[config.mk]
export PLATFORM = sky130hd
export DESIGN_NAME = ooo_core
export DESIGN_NICKNAME = d
export VERILOG_FILES = /design/src/rtl/core_pkg.sv /design/src/rtl/reg_map.sv /design/src/rtl/reorder_buffer.sv /design/src/rtl/res_station.sv /design/src/rtl/alu_unit.sv /design/src/rtl/mul_unit.sv /design/src/rtl/cdb_arbiter.sv /design/src/rtl/ooo_core.sv
export SDC_FILE = /design/constraint.sdc
export NUM_CORES = 2
export LEC_CHECK = 0
export BUFFER_PORTS_ARGS = -buffer_cell sky130_fd_sc_hd__buf_2
export CORE_ASPECT_RATIO = 0.7
export CORE_MARGIN = 5
export CORE_UTILIZATION = 30
export CTS_CLUSTER_DIAMETER = 60
export DETAILED_ROUTE_END_ITERATION = 10
export PLACE_DENSITY_LB_ADDON = 0.3
export SYNTH_ARGS = -nofsm -noshare
export SYNTH_HDL_FRONTEND = slang
export SYNTH_SLANG_ARGS = --single-unit
[constraint.sdc]
create_clock -name clock -period 12 [get_ports clock]
set_clock_uncertainty 0.15 [all_clocks]
set_input_delay 2.4 -clock clock [delete_from_list [all_inputs] [get_ports clock]]
set_output_delay 2.4 -clock clock [all_outputs]
set_load 0.01 [all_outputs]
[src/rtl/core_pkg.sv]
/*
 * Shared widths, opcode constants and vector types for the out-of-order core.
 * Every RTL block imports this package inside its body.
 */
package core_pkg;

    //////////////////////////////
    // Sizes
    //////////////////////////////

    localparam int XLEN       = 32;
    localparam int NUM_REGS   = 8;
    localparam int ROB_DEPTH  = 8;
    localparam int RS_DEPTH   = 4;
    // Issue to CDB latency of the multiplier
    localparam int MUL_STAGES = 3;

    //////////////////////////////
    // Vector types
    //////////////////////////////

    typedef logic [XLEN-1:0] data_t;
    // Architectural register index
    typedef logic [2:0]      reg_idx_t;
    // ROB slot, doubles as the rename tag
    typedef logic [2:0]      rob_tag_t;
    typedef logic [2:0]      opcode_t;

    // Hardwired zero register
    localparam reg_idx_t ZERO_REG = 3'd0;

    // Opcodes
    localparam opcode_t OP_ADD = 3'd0;
    localparam opcode_t OP_SUB = 3'd1;
    localparam opcode_t OP_XOR = 3'd2;
    localparam opcode_t OP_MUL = 3'd3;
    // Load immediate, no source operands
    localparam opcode_t OP_LI  = 3'd4;

endpackage

[src/rtl/reg_map.sv]
/*
 * Architectural register file with rename state. Each register carries
 * its committed value, a busy flag and the ROB tag of its last producer.
 * Renamed at dispatch, written at retirement.
 */
`timescale 1ns/1ps

module reg_map (
    input  logic               clock,
    input  logic               rst_n,
    input  logic               dispatch_fire,
    input  core_pkg::reg_idx_t inst_rd,
    input  core_pkg::reg_idx_t inst_rs1,
    input  core_pkg::reg_idx_t inst_rs2,
    input  core_pkg::rob_tag_t alloc_tag,
    input  logic               retire_valid,
    input  core_pkg::reg_idx_t retire_rd,
    input  core_pkg::rob_tag_t retire_tag,
    input  core_pkg::data_t    retire_value,
    output logic               src1_busy,
    output logic               src2_busy,
    output core_pkg::rob_tag_t src1_tag,
    output core_pkg::rob_tag_t src2_tag,
    output core_pkg::data_t    src1_value,
    output core_pkg::data_t    src2_value
);
    import core_pkg::*;

    data_t               regs [NUM_REGS];
    rob_tag_t            tags [NUM_REGS];
    logic [NUM_REGS-1:0] busy;

    // Source reads, register 0 is always zero and ready
    assign src1_busy  = (inst_rs1 != ZERO_REG) && busy[inst_rs1];
    assign src2_busy  = (inst_rs2 != ZERO_REG) && busy[inst_rs2];
    assign src1_tag   = tags[inst_rs1];
    assign src2_tag   = tags[inst_rs2];
    assign src1_value = (inst_rs1 == ZERO_REG) ? '0 : regs[inst_rs1];
    assign src2_value = (inst_rs2 == ZERO_REG) ? '0 : regs[inst_rs2];

    // Committed values and busy flags
    always_ff @(posedge clock or negedge rst_n) begin
        if (!rst_n) begin
            busy <= '0;
            for (int r = 0; r < NUM_REGS; r++) begin
                regs[r] <= '0;
            end
        end else begin
            if (retire_valid && retire_rd != ZERO_REG) begin
                regs[retire_rd] <= retire_value;
                // Only the newest producer frees the register
                if (tags[retire_rd] == retire_tag) begin
                    busy[retire_rd] <= 1'b0;
                end
            end
            // Same-cycle rename wins over the retire clear
            if (dispatch_fire && inst_rd != ZERO_REG) begin
                busy[inst_rd] <= 1'b1;
            end
        end
    end

    // Rename tags, meaningful only while busy
    always_ff @(posedge clock) begin
        if (dispatch_fire && inst_rd != ZERO_REG) begin
            tags[inst_rd] <= alloc_tag;
        end
    end

endmodule

[src/rtl/reorder_buffer.sv]
/*
 * Eight-entry circular reorder buffer. Allocates the tail at dispatch,
 * marks entries done from the CDB, answers operand lookups and retires
 * the head in program order once it is done.
 */
`timescale 1ns/1ps

module reorder_buffer (
    input  logic               clock,
    input  logic               rst_n,
    input  logic               dispatch_fire,
    input  core_pkg::reg_idx_t inst_rd,
    output logic               rob_ready,
    output core_pkg::rob_tag_t alloc_tag,
    input  core_pkg::rob_tag_t lookup1_tag,
    input  core_pkg::rob_tag_t lookup2_tag,
    output logic               lookup1_done,
    output logic               lookup2_done,
    output core_pkg::data_t    lookup1_value,
    output core_pkg::data_t    lookup2_value,
    input  logic               cdb_valid,
    input  core_pkg::rob_tag_t cdb_tag,
    input  core_pkg::data_t    cdb_value,
    output logic               retire_valid,
    output core_pkg::reg_idx_t retire_rd,
    output core_pkg::rob_tag_t retire_tag,
    output core_pkg::data_t    retire_value,
    output logic               commit_wr_en
);
    import core_pkg::*;

    rob_tag_t                     head;
    rob_tag_t                     tail;
    logic [$clog2(ROB_DEPTH):0]   count;
    logic [ROB_DEPTH-1:0]         done;
    reg_idx_t                     dest [ROB_DEPTH];
    data_t                        value [ROB_DEPTH];

    //////////////////////////////
    // Dispatch and lookups
    //////////////////////////////

    // Full check on registered count only
    assign rob_ready = (count != ROB_DEPTH);
    assign alloc_tag = tail;

    assign lookup1_done  = done[lookup1_tag];
    assign lookup2_done  = done[lookup2_tag];
    assign lookup1_value = value[lookup1_tag];
    assign lookup2_value = value[lookup2_tag];

    //////////////////////////////
    // Retire
    //////////////////////////////

    // Stale done bits of free slots masked by count
    assign retire_valid = (count != '0) && done[head];
    assign retire_rd    = dest[head];
    assign retire_tag   = head;
    assign retire_value = value[head];
    assign commit_wr_en = retire_valid && (dest[head] != ZERO_REG);

    // Pointers, occupancy and done flags
    always_ff @(posedge clock or negedge rst_n) begin
        if (!rst_n) begin
            head  <= '0;
            tail  <= '0;
            count <= '0;
            done  <= '0;
        end else begin
            if (cdb_valid) begin
                done[cdb_tag] <= 1'b1;
            end
            if (dispatch_fire) begin
                done[tail] <= 1'b0;
                tail       <= tail + 1'b1;
            end
            if (retire_valid) begin
                head <= head + 1'b1;
            end
            case ({dispatch_fire, retire_valid})
                2'b10:   count <= count + 1'b1;
                2'b01:   count <= count - 1'b1;
                default: count <= count;
            endcase
        end
    end

    // Entry payload
    always_ff @(posedge clock) begin
        if (dispatch_fire) begin
            dest[tail] <= inst_rd;
        end
        if (cdb_valid) begin
            value[cdb_tag] <= cdb_value;
        end
    end

endmodule

[src/rtl/res_station.sv]
/*
 * Shared reservation station of four entries. Captures operands at
 * dispatch from the register map, the ROB or the CDB, wakes waiting
 * entries from the CDB and issues the lowest ready entry to each unit.
 */
`timescale 1ns/1ps

module res_station (
    input  logic               clock,
    input  logic               rst_n,
    input  logic               dispatch_fire,
    input  core_pkg::opcode_t  inst_op,
    input  core_pkg::data_t    inst_imm,
    input  core_pkg::rob_tag_t alloc_tag,
    input  logic               src1_busy,
    input  logic               src2_busy,
    input  core_pkg::rob_tag_t src1_tag,
    input  core_pkg::rob_tag_t src2_tag,
    input  core_pkg::data_t    src1_value,
    input  core_pkg::data_t    src2_value,
    input  logic               lookup1_done,
    input  logic               lookup2_done,
    input  core_pkg::data_t    lookup1_value,
    input  core_pkg::data_t    lookup2_value,
    input  logic               cdb_valid,
    input  core_pkg::rob_tag_t cdb_tag,
    input  core_pkg::data_t    cdb_value,
    input  logic               alu_busy,
    output logic               rs_ready,
    output logic               alu_issue,
    output logic               mul_issue,
    output core_pkg::opcode_t  alu_op,
    output core_pkg::data_t    alu_a,
    output core_pkg::data_t    alu_b,
    output core_pkg::data_t    alu_imm,
    output core_pkg::rob_tag_t alu_tag,
    output core_pkg::data_t    mul_a,
    output core_pkg::data_t    mul_b,
    output core_pkg::rob_tag_t mul_tag
);
    import core_pkg::*;

    // Entry state
    logic [RS_DEPTH-1:0] ent_valid;
    logic [RS_DEPTH-1:0] ent_rdy1;
    logic [RS_DEPTH-1:0] ent_rdy2;
    logic [RS_DEPTH-1:0] ent_ready;
    opcode_t             ent_op  [RS_DEPTH];
    data_t               ent_imm [RS_DEPTH];
    rob_tag_t            ent_tag [RS_DEPTH];
    rob_tag_t            ent_q1  [RS_DEPTH];
    rob_tag_t            ent_q2  [RS_DEPTH];
    data_t               ent_v1  [RS_DEPTH];
    data_t               ent_v2  [RS_DEPTH];

    logic [$clog2(RS_DEPTH)-1:0] free_idx;
    logic [$clog2(RS_DEPTH)-1:0] alu_idx;
    logic [$clog2(RS_DEPTH)-1:0] mul_idx;

    // Captured operands for the dispatching entry
    logic  cap_rdy1;
    logic  cap_rdy2;
    data_t cap_v1;
    data_t cap_v2;

    // Register map, then ROB, then a CDB hit this cycle
    function automatic void resolve(input logic busy, input rob_tag_t tag, input data_t rf_val,
                                    input logic rob_done, input data_t rob_val,
                                    output logic rdy, output data_t val);
        rdy = 1'b1;
        val = rf_val;
        if (busy) begin
            if (rob_done) begin
                val = rob_val;
            end else if (cdb_valid && cdb_tag == tag) begin
                val = cdb_value;
            end else begin
                rdy = 1'b0;
            end
        end
    endfunction

    always_comb begin
        resolve(src1_busy, src1_tag, src1_value, lookup1_done, lookup1_value, cap_rdy1, cap_v1);
        resolve(src2_busy, src2_tag, src2_value, lookup2_done, lookup2_value, cap_rdy2, cap_v2);
        // LI reads no sources
        if (inst_op == OP_LI) begin
            cap_rdy1 = 1'b1;
            cap_rdy2 = 1'b1;
        end
    end

    //////////////////////////////
    // Free slot and issue select
    //////////////////////////////

    assign rs_ready  = ~&ent_valid;
    assign ent_ready = ent_valid & ent_rdy1 & ent_rdy2;

    // Downward scan so the lowest index wins
    always_comb begin
        free_idx  = '0;
        alu_idx   = '0;
        mul_idx   = '0;
        alu_issue = 1'b0;
        mul_issue = 1'b0;
        for (int i = RS_DEPTH - 1; i >= 0; i--) begin
            if (!ent_valid[i]) begin
                free_idx = i[$clog2(RS_DEPTH)-1:0];
            end
            if (ent_ready[i] && ent_op[i] == OP_MUL) begin
                mul_idx   = i[$clog2(RS_DEPTH)-1:0];
                mul_issue = 1'b1;
            end
            if (ent_ready[i] && ent_op[i] != OP_MUL && !alu_busy) begin
                alu_idx   = i[$clog2(RS_DEPTH)-1:0];
                alu_issue = 1'b1;
            end
        end
    end

    // Separate operand sets, both units may issue together
    assign alu_op  = ent_op[alu_idx];
    assign alu_a   = ent_v1[alu_idx];
    assign alu_b   = ent_v2[alu_idx];
    assign alu_imm = ent_imm[alu_idx];
    assign alu_tag = ent_tag[alu_idx];
    assign mul_a   = ent_v1[mul_idx];
    assign mul_b   = ent_v2[mul_idx];
    assign mul_tag = ent_tag[mul_idx];

    //////////////////////////////
    // Entry update
    //////////////////////////////

    always_ff @(posedge clock or negedge rst_n) begin
        if (!rst_n) begin
            ent_valid <= '0;
            ent_rdy1  <= '0;
            ent_rdy2  <= '0;
        end else begin
            // CDB wakeup
            for (int i = 0; i < RS_DEPTH; i++) begin
                if (cdb_valid && !ent_rdy1[i] && ent_q1[i] == cdb_tag) begin
                    ent_rdy1[i] <= 1'b1;
                end
                if (cdb_valid && !ent_rdy2[i] && ent_q2[i] == cdb_tag) begin
                    ent_rdy2[i] <= 1'b1;
                end
            end
            if (alu_issue) begin
                ent_valid[alu_idx] <= 1'b0;
            end
            if (mul_issue) begin
                ent_valid[mul_idx] <= 1'b0;
            end
            // Free slot is never the one issuing
            if (dispatch_fire) begin
                ent_valid[free_idx] <= 1'b1;
                ent_rdy1[free_idx]  <= cap_rdy1;
                ent_rdy2[free_idx]  <= cap_rdy2;
            end
        end
    end

    always_ff @(posedge clock) begin
        for (int i = 0; i < RS_DEPTH; i++) begin
            if (cdb_valid && !ent_rdy1[i] && ent_q1[i] == cdb_tag) begin
                ent_v1[i] <= cdb_value;
            end
            if (cdb_valid && !ent_rdy2[i] && ent_q2[i] == cdb_tag) begin
                ent_v2[i] <= cdb_value;
            end
        end
        if (dispatch_fire) begin
            ent_op[free_idx]  <= inst_op;
            ent_imm[free_idx] <= inst_imm;
            ent_tag[free_idx] <= alloc_tag;
            ent_q1[free_idx]  <= src1_tag;
            ent_q2[free_idx]  <= src2_tag;
            ent_v1[free_idx]  <= cap_v1;
            ent_v2[free_idx]  <= cap_v2;
        end
    end

endmodule

[src/rtl/alu_unit.sv]
/*
 * Single-cycle ALU for ADD, SUB, XOR and LI. The result is registered
 * and held until the CDB arbiter grants it; busy blocks new issue.
 */
`timescale 1ns/1ps

module alu_unit (
    input  logic               clock,
    input  logic               rst_n,
    input  logic               alu_issue,
    input  core_pkg::opcode_t  iss_op,
    input  core_pkg::data_t    iss_a,
    input  core_pkg::data_t    iss_b,
    input  core_pkg::data_t    iss_imm,
    input  core_pkg::rob_tag_t iss_tag,
    input  logic               alu_grant,
    output logic               alu_result_valid,
    output core_pkg::rob_tag_t alu_tag,
    output core_pkg::data_t    alu_value,
    output logic               alu_busy
);
    import core_pkg::*;

    data_t result;

    always_comb begin
        case (iss_op)
            OP_ADD:  result = iss_a + iss_b;
            OP_SUB:  result = iss_a - iss_b;
            OP_XOR:  result = iss_a ^ iss_b;
            OP_LI:   result = iss_imm;
            default: result = '0;
        endcase
    end

    // Held result not yet on the bus
    assign alu_busy = alu_result_valid && !alu_grant;

    always_ff @(posedge clock or negedge rst_n) begin
        if (!rst_n) begin
            alu_result_valid <= 1'b0;
        end else if (alu_issue) begin
            alu_result_valid <= 1'b1;
        end else if (alu_grant) begin
            alu_result_valid <= 1'b0;
        end
    end

    always_ff @(posedge clock) begin
        if (alu_issue) begin
            alu_tag   <= iss_tag;
            alu_value <= result;
        end
    end

endmodule

[src/rtl/mul_unit.sv]
/*
 * Pipelined multiplier, MUL_STAGES deep, low word of the product.
 * Accepts one operation per cycle and never stalls.
 */
`timescale 1ns/1ps

module mul_unit (
    input  logic               clock,
    input  logic               rst_n,
    input  logic               mul_issue,
    input  core_pkg::data_t    mul_a,
    input  core_pkg::data_t    mul_b,
    input  core_pkg::rob_tag_t mul_tag_in,
    output logic               mul_result_valid,
    output core_pkg::rob_tag_t mul_tag,
    output core_pkg::data_t    mul_value
);
    import core_pkg::*;

    logic [MUL_STAGES-1:0] stg_valid;
    rob_tag_t              stg_tag  [MUL_STAGES];
    data_t                 stg_prod [MUL_STAGES];

    // Valid shift chain
    always_ff @(posedge clock or negedge rst_n) begin
        if (!rst_n) begin
            stg_valid <= '0;
        end else begin
            stg_valid <= {stg_valid[MUL_STAGES-2:0], mul_issue};
        end
    end

    // Product formed in the first stage, carried through the rest
    always_ff @(posedge clock) begin
        stg_prod[0] <= mul_a * mul_b;
        stg_tag[0]  <= mul_tag_in;
        for (int s = 1; s < MUL_STAGES; s++) begin
            stg_prod[s] <= stg_prod[s-1];
            stg_tag[s]  <= stg_tag[s-1];
        end
    end

    assign mul_result_valid = stg_valid[MUL_STAGES-1];
    assign mul_tag          = stg_tag[MUL_STAGES-1];
    assign mul_value        = stg_prod[MUL_STAGES-1];

endmodule

[src/rtl/cdb_arbiter.sv]
/*
 * Common data bus arbiter. The multiplier cannot stall, so its result
 * always wins; the ALU holds its result until granted.
 */
`timescale 1ns/1ps

module cdb_arbiter (
    input  logic               alu_result_valid,
    input  core_pkg::rob_tag_t alu_tag,
    input  core_pkg::data_t    alu_value,
    input  logic               mul_result_valid,
    input  core_pkg::rob_tag_t mul_tag,
    input  core_pkg::data_t    mul_value,
    output logic               alu_grant,
    output logic               cdb_valid,
    output core_pkg::rob_tag_t cdb_tag,
    output core_pkg::data_t    cdb_value
);
    import core_pkg::*;

    // ALU only gets a free bus cycle
    assign alu_grant = alu_result_valid && !mul_result_valid;
    assign cdb_valid = alu_result_valid || mul_result_valid;
    assign cdb_tag   = mul_result_valid ? mul_tag : alu_tag;
    assign cdb_value = mul_result_valid ? mul_value : alu_value;

endmodule

[src/rtl/ooo_core.sv]
/*
 * Top of the Tomasulo-style core. Takes decoded instructions on a
 * valid/ready dispatch port and reports in-order retirement on the
 * commit port. Wiring only, all logic sits in the child blocks.
 */
`timescale 1ns/1ps

module ooo_core (
    input  logic               clock,
    input  logic               rst_n,
    input  logic               inst_valid,
    output logic               inst_ready,
    input  core_pkg::opcode_t  inst_op,
    input  core_pkg::reg_idx_t inst_rd,
    input  core_pkg::reg_idx_t inst_rs1,
    input  core_pkg::reg_idx_t inst_rs2,
    input  core_pkg::data_t    inst_imm,
    output logic               commit_valid,
    output logic               commit_wr_en,
    output core_pkg::reg_idx_t commit_idx,
    output core_pkg::data_t    commit_data
);
    import core_pkg::*;

    // Dispatch handshake
    logic     rob_ready;
    logic     rs_ready;
    rob_tag_t alloc_tag;
    assign inst_ready = rob_ready && rs_ready;
    wire dispatch_fire = inst_valid && inst_ready;

    // Register map and ROB lookup results
    logic     src1_busy;
    logic     src2_busy;
    rob_tag_t src1_tag;
    rob_tag_t src2_tag;
    data_t    src1_value;
    data_t    src2_value;
    logic     lookup1_done;
    logic     lookup2_done;
    data_t    lookup1_value;
    data_t    lookup2_value;
    rob_tag_t retire_tag;

    // Issue side
    logic     alu_issue;
    logic     mul_issue;
    logic     alu_busy;
    opcode_t  iss_op;
    data_t    iss_a;
    data_t    iss_b;
    data_t    iss_imm;
    rob_tag_t iss_tag;
    data_t    mul_a;
    data_t    mul_b;
    rob_tag_t mul_tag_in;

    // Results and the common data bus
    logic     alu_result_valid;
    logic     alu_grant;
    rob_tag_t alu_tag;
    data_t    alu_value;
    logic     mul_result_valid;
    rob_tag_t mul_tag;
    data_t    mul_value;
    logic     cdb_valid;
    rob_tag_t cdb_tag;
    data_t    cdb_value;

    reg_map u_reg_map (
        .clock(clock), .rst_n(rst_n), .dispatch_fire(dispatch_fire),
        .inst_rd(inst_rd), .inst_rs1(inst_rs1), .inst_rs2(inst_rs2), .alloc_tag(alloc_tag),
        .retire_valid(commit_valid), .retire_rd(commit_idx), .retire_tag(retire_tag),
        .retire_value(commit_data),
        .src1_busy(src1_busy), .src2_busy(src2_busy), .src1_tag(src1_tag),
        .src2_tag(src2_tag), .src1_value(src1_value), .src2_value(src2_value)
    );

    reorder_buffer u_rob (
        .clock(clock), .rst_n(rst_n), .dispatch_fire(dispatch_fire), .inst_rd(inst_rd),
        .rob_ready(rob_ready), .alloc_tag(alloc_tag),
        .lookup1_tag(src1_tag), .lookup2_tag(src2_tag),
        .lookup1_done(lookup1_done), .lookup2_done(lookup2_done),
        .lookup1_value(lookup1_value), .lookup2_value(lookup2_value),
        .cdb_valid(cdb_valid), .cdb_tag(cdb_tag), .cdb_value(cdb_value),
        .retire_valid(commit_valid), .retire_rd(commit_idx), .retire_tag(retire_tag),
        .retire_value(commit_data), .commit_wr_en(commit_wr_en)
    );

    res_station u_rs (
        .clock(clock), .rst_n(rst_n), .dispatch_fire(dispatch_fire),
        .inst_op(inst_op), .inst_imm(inst_imm), .alloc_tag(alloc_tag),
        .src1_busy(src1_busy), .src2_busy(src2_busy), .src1_tag(src1_tag),
        .src2_tag(src2_tag), .src1_value(src1_value), .src2_value(src2_value),
        .lookup1_done(lookup1_done), .lookup2_done(lookup2_done),
        .lookup1_value(lookup1_value), .lookup2_value(lookup2_value),
        .cdb_valid(cdb_valid), .cdb_tag(cdb_tag), .cdb_value(cdb_value),
        .alu_busy(alu_busy), .rs_ready(rs_ready),
        .alu_issue(alu_issue), .mul_issue(mul_issue),
        .alu_op(iss_op), .alu_a(iss_a), .alu_b(iss_b), .alu_imm(iss_imm), .alu_tag(iss_tag),
        .mul_a(mul_a), .mul_b(mul_b), .mul_tag(mul_tag_in)
    );

    alu_unit u_alu (
        .clock(clock), .rst_n(rst_n), .alu_issue(alu_issue),
        .iss_op(iss_op), .iss_a(iss_a), .iss_b(iss_b), .iss_imm(iss_imm), .iss_tag(iss_tag),
        .alu_grant(alu_grant), .alu_result_valid(alu_result_valid),
        .alu_tag(alu_tag), .alu_value(alu_value), .alu_busy(alu_busy)
    );

    mul_unit u_mul (
        .clock(clock), .rst_n(rst_n), .mul_issue(mul_issue),
        .mul_a(mul_a), .mul_b(mul_b), .mul_tag_in(mul_tag_in),
        .mul_result_valid(mul_result_valid), .mul_tag(mul_tag), .mul_value(mul_value)
    );

    cdb_arbiter u_cdb (
        .alu_result_valid(alu_result_valid), .alu_tag(alu_tag), .alu_value(alu_value),
        .mul_result_valid(mul_result_valid), .mul_tag(mul_tag), .mul_value(mul_value),
        .alu_grant(alu_grant),
        .cdb_valid(cdb_valid), .cdb_tag(cdb_tag), .cdb_value(cdb_value)
    );

endmodule

==> impl_results.md <==
- Antenna Nets Post-Route: 0
- Largest net degree at the start of global routing: 159
- Site Rows: 150
- Final worst slack: 1220 ps
- Nets: 7,444
- Critical-path top delay cell: a31oi_4
- HP Class: reg -> reg
- Unique cell type count in the Yosys netlist: 88
- Core area: 239,000 µm²
- Met3 routed WL: 41.4 mm
- Vias per cell: 5.61
- Top achievable clock speed: 92.7 MHz
- Required time of the worst setup path: 12,480 ps
- Clock sinks: 1,155
- Final min period: 10,780 ps
- Area Growth Syn to Fin: 11.6%
- Delay-heaviest family, CP: adder cells
- CP startpoint kind: register
- Grt ovf: 0
- WL met2: 106 mm
- Max-Cap Viols: 0
- 1st-pass router iterations: 8
- Slew headroom: 6.01%
- Layout cells sized above 1: 12.4%
- Post-layout util: 33.7%
- Die Y: 421 µm
- Setup CP Type: reg -> reg
- Unrepaired setup endpoints after global routing: no
- Syn_area_per_cell: 10.5 µm²
- Primary FF master, synth: edfxtp_1
- Number of buffers created by CTS: 110
- 1st-iter DRT viols: 7,991
- # port buffers: 84
- Initial antenna violation count: 23
- Post_cts resized: 0
- Final Max Slew Viols: 0
- Total Wirelength: 275 mm
- Clock buffer depth: 3
- Crit path largest cell delay: 960 ps
- Netlist Area Pre-Place: 72,300 µm²
- First-pass GRT wire length: 396 mm
- Dpl ws: 1470 ps
- Setup_tns: 0 ps
- Final Cycle Share: 89.9%
- Critical Path Most Common Cell: fa_1
- H-tree lvl count: 3
- Setup violators final: 0
- Critical Path End Type: register
- Vias in the first global route: 54,600
- Clk_lat worst skew: 790 ps
- Combinational family with the most area after synthesis: adder cells
- Synth Register Bits: 1,155
- Synth warnings: 0
- Status: finished, final reports clean
- CP Buf/Inv Count: 7
- Simple-Gate Fraction of Synth Area: 12.9%
- Mux cell area share after synthesis: 8.62%
- WL met1: 121 mm
- CTS tree: built
- Hold buffers post-CTS: 0
- Seq/Total Area, Yosys: 44.6%
- Crit-path max FO: 38
- Drt drc: 0
- Post-synthesis xor/xnor area fraction: 2.60%
- Die Wd: 597 µm
- Endpoints failing hold: 0
- Crit path arrival time: 11,260 ps
- WL/cell: 27.1 µm
- Setup Buffers After CTS: 0
- Area share of fa/ha/maj cells after synthesis: 14.1%
- Global Route Usage Sum: 21.4%
- # IOs: 85
- Hpwl dp: 194 mm
- Syn Inst Count: 6,887
- Die area: 251,000 µm²
- Clk Tree Root Cell: clkbuf_16
- EDFF count, synth: 771
- Synth Area in Compound Gates: 12.2%
- Initial Util: 30.2%
- Total vias in the final route: 56,900
- FFs w/ async S/R, synth: 24.2%
- Highest routed metal layer: met5
- Worst slew pin tran: 1400 ps
- Final RePlAce weighted congestion: 0.976
- Clock slew at reported path FFs: 70 ps
[layer usage]
| layer | track usage, % | up-vias |
|---|---|---|
| met3 | 8.53 | 395 |
| met1 | 32.3 | 28600 |
| met5 | 0.0380 | - |
| li1 | - | 24200 |
| met4 | 4.88 | 12 |
| met2 | 28.3 | 3697 |
[cell usage after synthesis (all sizes together), types with 26 or more instances]
| cell | number | area share, % |
|---|---|---|
| xnor2 | 110 | 1.3 |
| or2 | 33 | 0.29 |
| ha | 160 | 2.8 |
| o22ai | 113 | 0.99 |
| o22a | 52 | 0.63 |
| a21o | 27 | 0.28 |
| o221ai | 47 | 0.57 |
| mux4 | 174 | 5.4 |
| o21ai | 383 | 2.7 |
| inv | 477 | 2.5 |
| a221oi | 55 | 0.67 |
| nor2 | 788 | 4.1 |
| buf | 85 | 0.50 |
| a31oi | 53 | 0.46 |
| dfxtp | 105 | 2.9 |
| a222oi | 38 | 0.53 |
| nand3 | 55 | 0.39 |
| fa | 410 | 11 |
| and3 | 94 | 0.81 |
| nand2b | 63 | 0.55 |
| edfxtp | 771 | 32 |
| mux2i | 130 | 1.8 |
| dfrtp | 279 | 9.7 |
| clkbuf | 374 | 1.9 |
| or3 | 26 | 0.24 |
| nand2 | 921 | 4.8 |
| a21oi | 479 | 3.3 |
| mux2 | 90 | 1.4 |
| xor2 | 96 | 1.2 |
| a311oi | 45 | 0.55 |
| nor3 | 128 | 0.89 |
[cell usage in the layout (no fill, tap or decap), types with 51 or more instances in the layout]
master,count
mux2i_1,125
ha_1,160
dfxtp_1,105
xnor2_1,110
buf_4,203
clkbuf_16,110
edfxtp_1,771
mux4_2,174
a21oi_1,477
nor2_1,783
nor3_1,120
o22ai_1,112
fa_1,410
o22a_1,52
xor2_1,95
o21ai_0,373
mux2_2,85
and3_1,94
inv_1,469
a221oi_1,55
a31oi_1,51
nand2b_1,62
buf_2,79
nand2_1,917
dfrtp_1,275
[sequential cells by signal, summed over array words and instances, names as in the netlist, 9 cells and up]
register and flops:
u_rob.value 256, u_reg_map.regs 237, u_rs.ent_imm 128, u_rs.ent_v1 128, u_rs.ent_v2 128, u_mul.stg_prod 96, u_alu.alu_value 32, u_reg_map.tags 24
u_rob.dest 24, u_rs.ent_op 12, u_rs.ent_q1 12, u_rs.ent_q2 12, u_rs.ent_tag 12, u_mul.stg_tag 9
[cells by family (layout without fill, tap and decap cells)]
logic type,after synthesis,after routing
XOR/XNOR,209,209
buffers and inverters,939,975
other,1,15
adder cells (fa/ha/maj),570,570
flip-flops,1155,1155
AO/OA/AOI/OAI,1420,1420
multiplexers,394,394
AND/OR/NAND/NOR,2199,2199
[stage by stage]
| step | hold slack (ps) | area [µm²] | std cells |
|---|---|---|---|
| 6_report | 168 | 80700 | 10100 |
| 5_1_grt | 181 | 80700 | 10100 |
| 3_3_place_gp | 161 | 76900 | 9907 |
| 4_1_cts | 176 | 80700 | 10100 |
| 3_5_place_dp | 162 | 76900 | 9907 |
| 2_1_floorplan | 160 | 72300 | 6889 |
[cell type report]
cell class / count / area [µm²]
antenna: 12 / 30.0
clock buffer: 137 / 2920
clock inverter: 73 / 820
fill: 24000 / 159000
inverter: 480 / 1810
multi-input combinational: 4795 / 36900
sequential: 1155 / 32200
tap: 3192 / 3990
timing repair buffer: 285 / 1970
[final timing paths]
path,startpoint,cells after the start,slack [ps],to
max reg2reg,u_rs.ent_op[2][2],32,1220,u_mul.stg_prod[0][28]
min in group asynchronous,rst_n,1,1600,u_reg_map.regs[220]
max in group asynchronous,rst_n,2,8400,u_rob.retire_tag[0]
max,u_rs.ent_op[2][2],32,1220,u_mul.stg_prod[0][28]
min reg2reg,u_mul.stg_prod[0][18],0,170,u_mul.stg_prod[0][50]
min,u_mul.stg_prod[0][18],0,170,u_mul.stg_prod[0][50]
Power is left out: the tool's default activity adds up to more than one toggle a clock period on the data nets, which glitch-free logic cannot reach.
